**src/hdl/mipsPkg.sv**
```systemverilog
package mipsPkg;

	// fetch address after reset
	localparam logic [31:0] resetPc = 32'h0000_0000;

	// funct codes under the special opcode
	localparam logic [5:0] fnSll  = 6'h00;
	localparam logic [5:0] fnAddu = 6'h21;
	localparam logic [5:0] fnSubu = 6'h23;
	localparam logic [5:0] fnAnd  = 6'h24;
	localparam logic [5:0] fnOr   = 6'h25;
	localparam logic [5:0] fnXor  = 6'h26;
	localparam logic [5:0] fnSlt  = 6'h2a;

	////////////////////
	// encodings
	////////////////////

	typedef enum logic [5:0] {
		opSpecial = 6'h00,
		opJ       = 6'h02,
		opBeq     = 6'h04,
		opBne     = 6'h05,
		opAddiu   = 6'h09,
		opAndi    = 6'h0c,
		opOri     = 6'h0d,
		opLui     = 6'h0f,
		opLb      = 6'h20,
		opLw      = 6'h23,
		opLbu     = 6'h24,
		opSb      = 6'h28,
		opSw      = 6'h2b
	} opcodeE;

	typedef enum logic [3:0] {
		aluAdd, aluSub, aluAnd, aluOr, aluXor, aluSlt, aluSll, aluLui
	} aluOpE;

	typedef enum logic {resAlu, resLoad} resultSrcE;

	typedef enum logic [1:0] {memWord, memByte, memByteU} memSizeE;

	typedef enum logic [1:0] {fwdReg, fwdMem, fwdWb} fwdSelE;

	////////////////////
	// control and hazard bundles
	////////////////////

	typedef struct packed {
		logic      regWrite;
		logic      regDst;
		logic      aluSrc;
		logic      zeroExt;
		aluOpE     aluOp;
		resultSrcE resultSrc;
		logic      memRead;
		logic      memWrite;
		memSizeE   memSize;
	} ctrlT;

	typedef struct packed {
		logic branch;
		logic branchNe;
		logic jump;
	} branchT;

	typedef struct packed {
		logic   stallF;
		logic   stallD;
		logic   flushD;
		logic   flushE;
		fwdSelE fwdAE;
		fwdSelE fwdBE;
		// decode compare only forwards from memory
		logic   fwdAD;
		logic   fwdBD;
	} hazardT;

	typedef struct packed {
		logic [4:0] rsD;
		logic [4:0] rtD;
		logic [4:0] rsE;
		logic [4:0] rtE;
		logic [4:0] writeRegE;
		logic [4:0] writeRegM;
		logic [4:0] writeRegW;
		logic       regWriteE;
		logic       regWriteM;
		logic       regWriteW;
		logic       memReadE;
		logic       memReadM;
		logic       redirectD;
		logic       branchD;
	} hazardInT;

	typedef struct packed {
		logic [31:0] pc;
		logic [3:0]  wen;
		logic [4:0]  wnum;
		logic [31:0] wdata;
	} debugT;

	////////////////////
	// pipeline registers
	////////////////////

	typedef struct packed {
		logic [31:0] instr;
		logic [31:0] pc;
	} fdRegT;

	typedef struct packed {
		ctrlT        ctrl;
		logic [31:0] pc;
		logic [31:0] rd1;
		logic [31:0] rd2;
		logic [31:0] imm;
		logic [4:0]  rs;
		logic [4:0]  rt;
		logic [4:0]  rd;
		logic [4:0]  shamt;
	} deRegT;

	typedef struct packed {
		ctrlT        ctrl;
		logic [31:0] pc;
		logic [31:0] aluOut;
		logic [31:0] storeData;
		logic [4:0]  writeReg;
	} emRegT;

	typedef struct packed {
		ctrlT        ctrl;
		logic [31:0] pc;
		logic [31:0] aluOut;
		logic [31:0] loadData;
		logic [4:0]  writeReg;
	} mwRegT;

endpackage
```
**src/hdl/mipsCore.sv**
```systemverilog
`timescale 1ns/100ps

module mipsCore (
	input  logic           clk,
	input  logic           arstN,
	input  logic [31:0]    instrF,
	input  logic [31:0]    readdataM,
	output logic [31:0]    pcF,
	output logic [31:0]    aluoutM,
	output logic [31:0]    writedataM,
	output logic [3:0]     sigWrite,
	output mipsPkg::debugT debugWb
);
	import mipsPkg::*;

	// decode control
	ctrlT       ctrlD;
	branchT     brD;
	opcodeE     opD;
	logic [5:0] functD;
	// hazard loop
	hazardT     haz;
	hazardInT   hazIn;

	decoder decoder_i (
		.opD   (opD),
		.functD(functD),
		.ctrlD (ctrlD),
		.brD   (brD)
	);

	datapath datapath_i (
		.clk       (clk),
		.arstN     (arstN),
		.instrF    (instrF),
		.readdataM (readdataM),
		.ctrlD     (ctrlD),
		.brD       (brD),
		.haz       (haz),
		.pcF       (pcF),
		.aluoutM   (aluoutM),
		.writedataM(writedataM),
		.sigWrite  (sigWrite),
		.opD       (opD),
		.functD    (functD),
		.hazIn     (hazIn),
		.debugWb   (debugWb)
	);

	hazardUnit hazardUnit_i (
		.hazIn(hazIn),
		.haz  (haz)
	);

endmodule

```
**src/hdl/datapath.sv**
```systemverilog
`timescale 1ns/100ps

module datapath (
	input  logic              clk,
	input  logic              arstN,
	input  logic [31:0]       instrF,
	input  logic [31:0]       readdataM,
	input  mipsPkg::ctrlT     ctrlD,
	input  mipsPkg::branchT   brD,
	input  mipsPkg::hazardT   haz,
	output logic [31:0]       pcF,
	output logic [31:0]       aluoutM,
	output logic [31:0]       writedataM,
	output logic [3:0]        sigWrite,
	output mipsPkg::opcodeE   opD,
	output logic [5:0]        functD,
	output mipsPkg::hazardInT hazIn,
	output mipsPkg::debugT    debugWb
);
	import mipsPkg::*;

	// pipeline registers
	fdRegT fdQ;
	deRegT deQ;
	emRegT emQ;
	mwRegT mwQ;

	logic [31:0] pcPlus4F;
	logic [31:0] pcNextF;
	logic [4:0]  rsD;
	logic [4:0]  rtD;
	logic [4:0]  rdD;
	logic [31:0] rd1D;
	logic [31:0] rd2D;
	logic [31:0] immD;
	logic [31:0] pcPlus4D;
	logic [31:0] branchTargetD;
	logic [31:0] jumpTargetD;
	logic [31:0] cmpAD;
	logic [31:0] cmpBD;
	logic        redirectD;
	logic [31:0] srcAE;
	logic [31:0] srcBRegE;
	logic [31:0] srcBE;
	logic [31:0] aluOutE;
	logic [4:0]  writeRegE;
	logic [31:0] loadValM;
	logic [31:0] resultW;

	// execute operand mux
	function automatic logic [31:0] pickFwd(input fwdSelE sel, input logic [31:0] regVal,
		input logic [31:0] memVal, input logic [31:0] wbVal);
		case (sel)
			fwdMem:  return memVal;
			fwdWb:   return wbVal;
			default: return regVal;
		endcase
	endfunction

	////////////////////
	// fetch
	////////////////////

	assign pcPlus4F = pcF + 32'd4;
	// redirect comes from decode, no delay slot
	assign pcNextF = redirectD ? (brD.jump ? jumpTargetD : branchTargetD) : pcPlus4F;

	always_ff @(posedge clk or negedge arstN) begin
		if (!arstN) begin
			pcF <= resetPc;
		end else if (!haz.stallF) begin
			pcF <= pcNextF;
		end
	end

	// flush leaves an all-zero word, a sll nop to register 0
	always_ff @(posedge clk or negedge arstN) begin
		if (!arstN) begin
			fdQ <= '0;
		end else if (haz.flushD) begin
			fdQ <= '0;
		end else if (!haz.stallD) begin
			fdQ.instr <= instrF;
			fdQ.pc <= pcF;
		end
	end

	////////////////////
	// decode
	////////////////////

	assign opD = opcodeE'(fdQ.instr[31:26]);
	assign functD = fdQ.instr[5:0];
	assign rsD = fdQ.instr[25:21];
	assign rtD = fdQ.instr[20:16];
	assign rdD = fdQ.instr[15:11];

	assign immD = ctrlD.zeroExt ? {16'd0, fdQ.instr[15:0]} :
		{{16{fdQ.instr[15]}}, fdQ.instr[15:0]};
	assign pcPlus4D = fdQ.pc + 32'd4;
	assign branchTargetD = pcPlus4D + {immD[29:0], 2'b00};
	assign jumpTargetD = {pcPlus4D[31:28], fdQ.instr[25:0], 2'b00};

	regFile regFile_i (
		.clk  (clk),
		.arstN(arstN),
		.we   (mwQ.ctrl.regWrite),
		.ra1  (rsD),
		.ra2  (rtD),
		.wa   (mwQ.writeReg),
		.wd   (resultW),
		.rd1  (rd1D),
		.rd2  (rd2D)
	);

	// equality compare for beq and bne
	assign cmpAD = haz.fwdAD ? emQ.aluOut : rd1D;
	assign cmpBD = haz.fwdBD ? emQ.aluOut : rd2D;
	assign redirectD = brD.jump || (brD.branch && ((cmpAD == cmpBD) ^ brD.branchNe));

	always_ff @(posedge clk or negedge arstN) begin
		if (!arstN) begin
			deQ <= '0;
		end else if (haz.flushE) begin
			deQ <= '0;
		end else begin
			deQ.ctrl <= ctrlD;
			deQ.pc <= fdQ.pc;
			deQ.rd1 <= rd1D;
			deQ.rd2 <= rd2D;
			deQ.imm <= immD;
			deQ.rs <= rsD;
			deQ.rt <= rtD;
			deQ.rd <= rdD;
			deQ.shamt <= fdQ.instr[10:6];
		end
	end

	////////////////////
	// execute
	////////////////////

	assign srcAE = pickFwd(haz.fwdAE, deQ.rd1, emQ.aluOut, resultW);
	assign srcBRegE = pickFwd(haz.fwdBE, deQ.rd2, emQ.aluOut, resultW);
	assign srcBE = deQ.ctrl.aluSrc ? deQ.imm : srcBRegE;
	// rd for R-type, rt otherwise
	assign writeRegE = deQ.ctrl.regDst ? deQ.rd : deQ.rt;

	alu alu_i (
		.a    (srcAE),
		.b    (srcBE),
		.op   (deQ.ctrl.aluOp),
		.shamt(deQ.shamt),
		.y    (aluOutE)
	);

	always_ff @(posedge clk or negedge arstN) begin
		if (!arstN) begin
			emQ <= '0;
		end else begin
			emQ.ctrl <= deQ.ctrl;
			emQ.pc <= deQ.pc;
			emQ.aluOut <= aluOutE;
			emQ.storeData <= srcBRegE;
			emQ.writeReg <= writeRegE;
		end
	end

	////////////////////
	// memory
	////////////////////

	assign aluoutM = emQ.aluOut;

	storeAlign storeAlign_i (
		.addr    (emQ.aluOut[1:0]),
		.size    (emQ.ctrl.memSize),
		.write   (emQ.ctrl.memWrite),
		.data    (emQ.storeData),
		.sigWrite(sigWrite),
		.dataOut (writedataM)
	);

	// read data is back in the same cycle
	loadExtend loadExtend_i (
		.addr (emQ.aluOut[1:0]),
		.size (emQ.ctrl.memSize),
		.data (readdataM),
		.value(loadValM)
	);

	always_ff @(posedge clk or negedge arstN) begin
		if (!arstN) begin
			mwQ <= '0;
		end else begin
			mwQ.ctrl <= emQ.ctrl;
			mwQ.pc <= emQ.pc;
			mwQ.aluOut <= emQ.aluOut;
			mwQ.loadData <= loadValM;
			mwQ.writeReg <= emQ.writeReg;
		end
	end

	////////////////////
	// writeback
	////////////////////

	assign resultW = (mwQ.ctrl.resultSrc == resLoad) ? mwQ.loadData : mwQ.aluOut;

	// writes to register 0 are not reported
	assign debugWb.pc = mwQ.pc;
	assign debugWb.wen = (mwQ.ctrl.regWrite && (mwQ.writeReg != 5'd0)) ? 4'b1111 : 4'b0000;
	assign debugWb.wnum = mwQ.writeReg;
	assign debugWb.wdata = resultW;

	// hazard unit view
	assign hazIn.rsD = rsD;
	assign hazIn.rtD = rtD;
	assign hazIn.rsE = deQ.rs;
	assign hazIn.rtE = deQ.rt;
	assign hazIn.writeRegE = writeRegE;
	assign hazIn.writeRegM = emQ.writeReg;
	assign hazIn.writeRegW = mwQ.writeReg;
	assign hazIn.regWriteE = deQ.ctrl.regWrite;
	assign hazIn.regWriteM = emQ.ctrl.regWrite;
	assign hazIn.regWriteW = mwQ.ctrl.regWrite;
	assign hazIn.memReadE = deQ.ctrl.memRead;
	assign hazIn.memReadM = emQ.ctrl.memRead;
	assign hazIn.redirectD = redirectD;
	assign hazIn.branchD = brD.branch;

endmodule

```
**src/hdl/hazardUnit.sv**
```systemverilog
`timescale 1ns/100ps

module hazardUnit (
	input  mipsPkg::hazardInT hazIn,
	output mipsPkg::hazardT   haz
);
	import mipsPkg::*;

	logic lwStall;
	logic brStall;
	logic stall;

	// execute operand source, memory wins over writeback
	function automatic fwdSelE fwdSrcE(input logic [4:0] src, input hazardInT h);
		if ((src != 5'd0) && h.regWriteM && (h.writeRegM == src)) begin
			return fwdMem;
		end
		if ((src != 5'd0) && h.regWriteW && (h.writeRegW == src)) begin
			return fwdWb;
		end
		return fwdReg;
	endfunction

	// dst is read by the instruction in decode
	function automatic logic readByD(input logic [4:0] dst, input hazardInT h);
		return (dst != 5'd0) && ((dst == h.rsD) || (dst == h.rtD));
	endfunction

	////////////////////
	// stalls
	////////////////////

	// load in E, consumer in D
	assign lwStall = hazIn.memReadE && readByD(hazIn.writeRegE, hazIn);

	// branch compare waits for E results, and for loads still in M
	assign brStall = hazIn.branchD &&
		((hazIn.regWriteE && readByD(hazIn.writeRegE, hazIn)) ||
		(hazIn.memReadM && readByD(hazIn.writeRegM, hazIn)));

	assign stall = lwStall || brStall;

	////////////////////
	// outputs
	////////////////////

	always_comb begin
		haz.stallF = stall;
		haz.stallD = stall;
		// bubble into E while F and D hold
		haz.flushE = stall;
		// a stalled redirect may use stale operands
		haz.flushD = hazIn.redirectD && !stall;
		haz.fwdAE = fwdSrcE(hazIn.rsE, hazIn);
		haz.fwdBE = fwdSrcE(hazIn.rtE, hazIn);
		// decode compare takes M results, W comes through the bypass
		haz.fwdAD = (hazIn.rsD != 5'd0) && hazIn.regWriteM && (hazIn.writeRegM == hazIn.rsD);
		haz.fwdBD = (hazIn.rtD != 5'd0) && hazIn.regWriteM && (hazIn.writeRegM == hazIn.rtD);
	end

endmodule

```
**src/hdl/decoder.sv**
```systemverilog
`timescale 1ns/100ps

module decoder (
	input  mipsPkg::opcodeE opD,
	input  logic [5:0]      functD,
	output mipsPkg::ctrlT   ctrlD,
	output mipsPkg::branchT brD
);
	import mipsPkg::*;

	always_comb begin
		// unknown encodings fall out as a no-op
		ctrlD = '0;
		brD = '0;
		case (opD)
			opSpecial: begin
				ctrlD.regDst = 1'b1;
				ctrlD.regWrite = 1'b1;
				case (functD)
					fnAddu: ctrlD.aluOp = aluAdd;
					fnSubu: ctrlD.aluOp = aluSub;
					fnAnd:  ctrlD.aluOp = aluAnd;
					fnOr:   ctrlD.aluOp = aluOr;
					fnXor:  ctrlD.aluOp = aluXor;
					fnSlt:  ctrlD.aluOp = aluSlt;
					fnSll:  ctrlD.aluOp = aluSll;
					// bad funct, drop the write
					default: ctrlD.regWrite = 1'b0;
				endcase
			end
			opAddiu, opAndi, opOri, opLui: begin
				ctrlD.regWrite = 1'b1;
				ctrlD.aluSrc = 1'b1;
				// logical immediates are zero extended
				ctrlD.zeroExt = (opD == opAndi) || (opD == opOri);
				case (opD)
					opAndi:  ctrlD.aluOp = aluAnd;
					opOri:   ctrlD.aluOp = aluOr;
					opLui:   ctrlD.aluOp = aluLui;
					default: ctrlD.aluOp = aluAdd;
				endcase
			end
			opLw, opLb, opLbu: begin
				ctrlD.regWrite = 1'b1;
				ctrlD.aluSrc = 1'b1;
				ctrlD.aluOp = aluAdd;
				ctrlD.resultSrc = resLoad;
				ctrlD.memRead = 1'b1;
				case (opD)
					opLb:    ctrlD.memSize = memByte;
					opLbu:   ctrlD.memSize = memByteU;
					default: ctrlD.memSize = memWord;
				endcase
			end
			opSw, opSb: begin
				// address only, no register write
				ctrlD.aluSrc = 1'b1;
				ctrlD.aluOp = aluAdd;
				ctrlD.memWrite = 1'b1;
				ctrlD.memSize = (opD == opSb) ? memByte : memWord;
			end
			opBeq: brD.branch = 1'b1;
			opBne: begin
				brD.branch = 1'b1;
				brD.branchNe = 1'b1;
			end
			opJ: brD.jump = 1'b1;
			default: begin
				ctrlD = '0;
				brD = '0;
			end
		endcase
	end

endmodule

```
**src/hdl/loadExtend.sv**
```systemverilog
`timescale 1ns/100ps

module loadExtend (
	input  logic [1:0]       addr,
	input  mipsPkg::memSizeE size,
	input  logic [31:0]      data,
	output logic [31:0]      value
);
	import mipsPkg::*;

	logic [7:0] byteSel;

	// little endian lane pick
	assign byteSel = data[{addr, 3'b000} +: 8];

	always_comb begin
		case (size)
			memByte:  value = {{24{byteSel[7]}}, byteSel};
			memByteU: value = {24'd0, byteSel};
			default:  value = data;
		endcase
	end

endmodule

```
**src/hdl/storeAlign.sv**
```systemverilog
`timescale 1ns/100ps

module storeAlign (
	input  logic [1:0]       addr,
	input  mipsPkg::memSizeE size,
	input  logic             write,
	input  logic [31:0]      data,
	output logic [3:0]       sigWrite,
	output logic [31:0]      dataOut
);
	import mipsPkg::*;

	always_comb begin
		if (size == memWord) begin
			sigWrite = 4'b1111;
			dataOut = data;
		end else begin
			// byte store, low byte on every lane
			sigWrite = 4'b0001 << addr;
			dataOut = {4{data[7:0]}};
		end
		// no lanes unless storing
		if (!write) begin
			sigWrite = 4'b0000;
		end
	end

endmodule

```
**src/hdl/regFile.sv**
```systemverilog
`timescale 1ns/100ps

module regFile (
	input  logic        clk,
	input  logic        arstN,
	input  logic        we,
	input  logic [4:0]  ra1,
	input  logic [4:0]  ra2,
	input  logic [4:0]  wa,
	input  logic [31:0] wd,
	output logic [31:0] rd1,
	output logic [31:0] rd2
);

	logic [31:0] regs [32];

	// register 0 never takes a write
	always_ff @(posedge clk or negedge arstN) begin
		if (!arstN) begin
			for (int i = 0; i < 32; i++) begin
				regs[i] <= '0;
			end
		end else if (we && (wa != 5'd0)) begin
			regs[wa] <= wd;
		end
	end

	// writeback value bypassed so decode sees it in the same cycle
	assign rd1 = (ra1 == 5'd0) ? 32'd0 : ((we && (wa == ra1)) ? wd : regs[ra1]);
	assign rd2 = (ra2 == 5'd0) ? 32'd0 : ((we && (wa == ra2)) ? wd : regs[ra2]);

endmodule

```
**src/hdl/alu.sv**
```systemverilog
`timescale 1ns/100ps

module alu (
	input  logic [31:0]    a,
	input  logic [31:0]    b,
	input  mipsPkg::aluOpE op,
	input  logic [4:0]     shamt,
	output logic [31:0]    y
);
	import mipsPkg::*;

	always_comb begin
		case (op)
			aluAdd: y = a + b;
			aluSub: y = a - b;
			aluAnd: y = a & b;
			aluOr:  y = a | b;
			aluXor: y = a ^ b;
			// signed compare
			aluSlt: y = {31'd0, ($signed(a) < $signed(b))};
			// shift source is rt, amount from the instruction
			aluSll: y = b << shamt;
			// immediate into the upper half
			aluLui: y = {b[15:0], 16'd0};
			default: y = 32'd0;
		endcase
	end

endmodule

```
**config.mk**
```make
export PLATFORM = sky130hd
export DESIGN_NAME = mipsCore
export DESIGN_NICKNAME = d
export VERILOG_FILES = /design/src/hdl/mipsPkg.sv /design/src/hdl/mipsCore.sv /design/src/hdl/datapath.sv /design/src/hdl/hazardUnit.sv /design/src/hdl/decoder.sv /design/src/hdl/loadExtend.sv /design/src/hdl/storeAlign.sv /design/src/hdl/regFile.sv /design/src/hdl/alu.sv
export SDC_FILE = /design/constraint.sdc
export NUM_CORES = 2
export LEC_CHECK = 0
export ABC_AREA = 1
export BUFFER_PORTS_ARGS = -buffer_cell sky130_fd_sc_hd__buf_2
export CORE_MARGIN = 4
export CORE_UTILIZATION = 45
export DETAILED_ROUTE_END_ITERATION = 10
export MAX_ROUTING_LAYER = met4
export PLACE_DENSITY_LB_ADDON = 0.1
export SLEW_MARGIN = 20
export SYNTH_ARGS = -nofsm -noshare
export SYNTH_HDL_FRONTEND = slang
export SYNTH_SLANG_ARGS = --single-unit
```
**constraint.sdc**
```tcl
create_clock -name clk -period 6.2 [get_ports clk]
set_input_delay 0 -clock clk [delete_from_list [all_inputs] [get_ports clk]]
set_output_delay 0 -clock clk [all_outputs]
set_load 0.01 [all_outputs]
```
## After elaboration in Yosys (flattened, before gate mapping)

Cells that the tools add are included.

- Add/sub/neg operators: 5
- Order comparisons: 5
- Eq/ne operators: 43
- Shift-type cells: 3
- Muxes and demuxes: 62
- Bitwise operators: 7
- Reduce and logical (&&, ||, !) cells: 51

Operator list:

| operator | count |
|---|---|
| 1024-bit bitwise mux | 1 |
| 32-bit two-way mux | 17 |
| 32-bit binary-select mux with 5-bit select | 2 |
| 32-bit one-hot mux with 8 select lines | 1 |
| 32-bit one-hot mux with 2 select lines | 3 |
| 161-bit two-way mux | 1 |
| 32-bit demux with 5-bit select | 1 |
| 64-bit two-way mux | 2 |
| 6-bit equality test, second input constant | 11 |
| 32-bit by 3-bit adder with 32-bit output, second input constant | 2 |
| 32-bit adder | 2 |
| 5-bit equality test | 10 |
| 5-bit nonzero test | 7 |
| 32-bit bitwise AND | 1 |
| 32-bit equality test | 1 |
| 32-bit < comparator | 1 |
| 32-bit OR | 1 |
| 32-bit by 6-bit indexed part select with 8-bit output | 1 |
| 32-bit by 5-bit left shift with 32-bit output | 1 |
| 32-bit subtractor | 1 |
| 32-bit bitwise XOR | 1 |
| 6-bit by 4-bit equality test with 1-bit output, second input constant | 4 |
| 1-bit logical AND | 24 |
| 6-bit >= comparator, second input constant | 3 |
| 32 further kinds | 77 |

- Register bits after elaboration: 1490
- Input bits: 66
- Output and inout port bits: 173
- Word-level logic and storage cells: 242

## Logic depth before layout (Yosys ltp)

- Depth after elaboration: 13
- Depth in mapped cells: 34
- Mapped depth without buffers: 33

## Hierarchy

Synthesis repeated with hierarchy kept, for this count alone.

- Cell total of the unflattened synthesis: 13808
- Area, all modules: 92449.9 um^2

By module, submodules not included:

| module | instances | cells an instance | area each (um^2) | sequential area each (um^2) |
|---|---|---|---|---|
| regFile | 1 | 8769 | 59243.1 | 25624.6 |
| datapath | 1 | 2836 | 22570.4 | 11035.6 |
| alu | 1 | 1689 | 8222.9 | 0.0 |
| loadExtend | 1 | 176 | 798.3 | 0.0 |
| hazardUnit | 1 | 167 | 769.5 | 0.0 |
| storeAlign | 1 | 83 | 439.2 | 0.0 |
| decoder | 1 | 88 | 406.6 | 0.0 |

## Worst setup path before layout

Ideal clock, no wire load.

- Path kind: register to register
- From: register datapath_i.mwQ (netlist bit datapath_i.debugWb[33])
- To: register datapath_i.emQ (netlist bit datapath_i.aluoutM[26])
- Data arrival time: 4.712 ns
- Required time: 6.072 ns
- Slack: 1.360 ns
- Cell stages (with the launch flop): 27
- Buffers on the path: 2
- Clock period less this slack: 4.840 ns
- Cell sequence: dfrtp_1 buf_2 inv_2 nor2_1 nor4_1 nand2_1 a2111oi_0 nor2_1 inv_1 clkbuf_1 nor2_1 a221oi_1 fa_1 nand2_1 o21ai_0 a31oi_1 o21ai_0 nand2_1 nand2_1 a21oi_1 o21ai_0 a21oi_1 o21ai_0 a21oi_1 or2_2 nand3_1 nand3_1

- Longest elaborated chain between the ends: 11
- Elaborated cells on any way between the ends: 28

Ends and longest elaborated chain:

| what | line | source |
|---|---|---|
| start: declaration | datapath.sv:26 | `mwRegT mwQ;` |
| 5-bit equality test | hazardUnit.sv:18 | `if ((src != 5'd0) && h.regWriteW && (h.writeRegW == src)) begin` |
| 1-bit logical AND | hazardUnit.sv:18 |  |
| 1-bit two-way mux (2 in a row) | hazardUnit.sv:18 |  |
| 2-bit two-way mux | hazardUnit.sv:21 | `return fwdReg;` |
| 2-bit two-way mux | hazardUnit.sv:18 |  |
| 2-bit equality test / 2-bit by 1-bit equality test with 1-bit output (equally long branches) | datapath.sv:53 | `case (sel)` |
| 32-bit one-hot mux with 2 select lines | datapath.sv:53 |  |
| 32-bit two-way mux | datapath.sv:145 | `assign srcBE = deQ.ctrl.aluSrc ? deQ.imm : srcBRegE;` |
| 32-bit subtractor, or another cell as far along | alu.sv:15 | `aluSub: y = a - b;` |
| 32-bit one-hot mux with 8 select lines (*) | alu.sv:13 | `case (op)` |
| net datapath_i.aluOutE[26] | datapath.sv:45 | `logic [31:0] aluOutE;` |
| end: declaration | datapath.sv:25 | `emRegT emQ;` |

Mark *: on every way through the listed nets, which the timed path passes. The rest lies on a longest branch. The select of a mux whose other input is x is not followed.
A chain may end at the register's enable or synchronous reset.

## Worst setup path in the final report

- From: register datapath_i.mwQ (netlist bit datapath_i.debugWb[34])
- To: register datapath_i.emQ (netlist bit datapath_i.aluoutM[26])

Same word-level chain as after synthesis.

==> metrics.yaml <==
post-route-min-period_ns: 5.63
synth-edff-count: 0
synthArstFlopShare_pct: 100
setup_tns_ns: 0
grt_pass1_vias: 82256
yosys_warnings: 0
die_x_um: 448
coreArea_um2: 193000
overflow: 0
relSlewSlack_pct: 19.6
critPathMaxStageDelay_ns: 0.64
setup_viol_count_final: 0
rsz0062_at_grt: "false"
synth-seq-cells: 1462
final_cell_mix: "3763 x nand2_1, 1454 x dfrtp_1, 1427 x nand3_1"
p_leak_uw: 0.0476
grt_usage_pct: 39.2
finalHoldViolations: 0
start_util_pct: 45.3
grt_start_max_net_pins: 166
fin_worst_skew_ns: 0.0775
syn-num-nets: 12627
rows: 161
synth_flop_cell: "dfrtp_1"
end_kind: "flop"
antenna_found_initial: 14
tightest_slew_ns: 1.20
cts_tree: "done"
power_density_nw_per_um2: 353
cts.path.max_buffers: 3
final_max_slew_viol_count: 0
synth_area_um2: 87300
p_total_uw: 34500
fin_crit_sh_pct: 90.8
wl_um: 390000
status: "complete, no violations"
cts.clk_slew.worst_paths_ns: 0.06
clock_sinks: 1462
ir_drop_v: 0.000307
hold_path.class: "in -> reg"
fmaxAchievable_mhz: 178
maxCapViolCount: 0
numCtsBuffers: 172
drcViolationCount: 0
vias_per_cell: 5.88
nets: 12536
drtPass1Iterations: 6
drt_iter0_drc: 11444
crit_path_start_kind: "flop"
cts_root_buf: "clkbuf_16"
hpwl_um: 255000
die_area_um2: 201000
grt_pass1_wl_um: 569000
io_pins: 239
drtAntennaViolNets: 0
hold_path_depth: 4
cp_max_fo: 12
drt-wirelength-per-cell_um: 26.0
routed-via-count: 88126
htreeDepth: 4
setup_slack_ns: 0.573
syn_area_per_cell_um2: 7.03
syn-instance-count: 12423
die_h_um: 448
post_cts_buffers: 0
worst_path_max_delay_cell: "dfrtp_1"
area_growth_pct: 11.9
gp_congestion: 0.969
critical_path_class: "reg -> reg"
fin_util_pct: 50.7
rr_worst_depth: 31
ys_seq_area_share_pct: 41.9
clock_latency_ns: 0.87
final_common_cell: "nand2_1"
final_layout_size_suffix_gt1_share_pct: 8.15
pre_cts_ws_ns: 0.394
numPortBuffers: 238
cp.required_ns: 6.85
worst_ep_arrival_time_ns: 6.27
synth.distinct_cells: 64
synth_stat cells, types with 48 or more instances:
master / n / share of area [%]
nand2_1: 3770 / 16
dfrtp_1: 1462 / 42
nand3_1: 1427 / 8.2
o21ai_0: 1261 / 7.2
inv_1: 1245 / 5.4
nor2_1: 599 / 2.6
a21oi_1: 491 / 2.8
clkbuf_1: 481 / 2.1
o211ai_1: 429 / 3.7
buf_2: 345 / 2.0
ha_1: 135 / 1.9
buf_4: 101 / 0.87
o21ai_1: 97 / 0.56
xor2_1: 64 / 0.64
buf_1: 60 / 0.26
nor3_1: 53 / 0.30
nand4_1: 48 / 0.34
registers in the layout, summed over array words and instances (netlist names):
name / flops
datapath_i.aluoutM: 32
datapath_i.functD: 6
datapath_i.pcF: 32
datapath_i.regFile_i.regs: 1024
datapath_i.hazIn: 30
datapath_i.emQ: 67
datapath_i.debugWb: 37
datapath_i.opD: 6
datapath_i.fdQ: 42
datapath_i.mwQ: 65
datapath_i.deQ: 121
layer usage:
metal	track usage [%]	share of wire, %
met3	6.64	10
met1	52.6	41
met5	-	0
met4	18.2	5.6
met2	58.2	44
cell type report:
cell class / count / area, um^2
Fill cell: 19166 / 95100
Inverter: 1286 / 4870
Timing Repair Buffer: 743 / 5820
Multi-Input combinational cell: 8667 / 41400
Tap cell: 2526 / 3160
Antenna cell: 8 / 20.0
Clock buffer: 245 / 4930
Sequential cell: 1462 / 36600
Clock inverter: 63 / 901
timing repair:
item                                    in CTS  in global routing
endpoints found under the setup margin       0                  2
gates resized for setup                      0                  4
hold buffers                               127                  0
endpoints found under the hold margin      574                  0
critical path: cells and delay by family, from the launching register on:
kind | cells | cell delay (ns)
fa+ha+maj | 2 | 0.45
compound gates | 11 | 2.27
simple gates | 11 | 1.16
flops | 1 | 0.64
buf+inv | 7 | 0.89
kinds of logic after synthesis:
kind of cell / count (synthesis) / share of synthesized area [%]
DFF: 1462 / 41.9
buffers and inverters: 2294 / 11.0
AOI/OAI and AO/OA: 2461 / 15.9
adders and majority gates: 138 / 2.00
and+or+nand+nor: 5985 / 28.3
xor gates and xnor gates: 83 / 0.833
power breakdown:
part / leakage (uW) / internal, uW / switching, uW
logic: 0.0254 / 3190 / 8050
registers: 0.0194 / 11200 / 1360
clock network: 0.00284 / 6080 / 4550
per-stage QoR:
step | instances | instance area [um^2] | hold WS [ns]
after detailed placement | 14556 | 90600 | 0.114
final | 15000 | 97700 | 0.0652
after global placement | 14555 | 90500 | 0.0891
after CTS | 14991 | 97700 | 0.00791
after floorplan | 12423 | 87300 | -0.296
after global routing | 14998 | 97700 | 0.0419
final timing paths:
kind | from | slack, ns | to
worst max-delay path | datapath_i.debugWb[34] | 0.57 | datapath_i.aluoutM[26]
max in group asynchronous | arstN | 4.49 | datapath_i.regFile_i.regs[910]
worst max register to register | datapath_i.debugWb[34] | 0.57 | datapath_i.aluoutM[26]
worst min register to register | datapath_i.emQ[93] | 0.34 | datapath_i.debugWb[65]
min in group asynchronous | arstN | 0.48 | datapath_i.regFile_i.regs[361]
worst min-delay path | readdataM[0] | 0.07 | datapath_i.mwQ[5]
(Power assumes the default switching activity.)
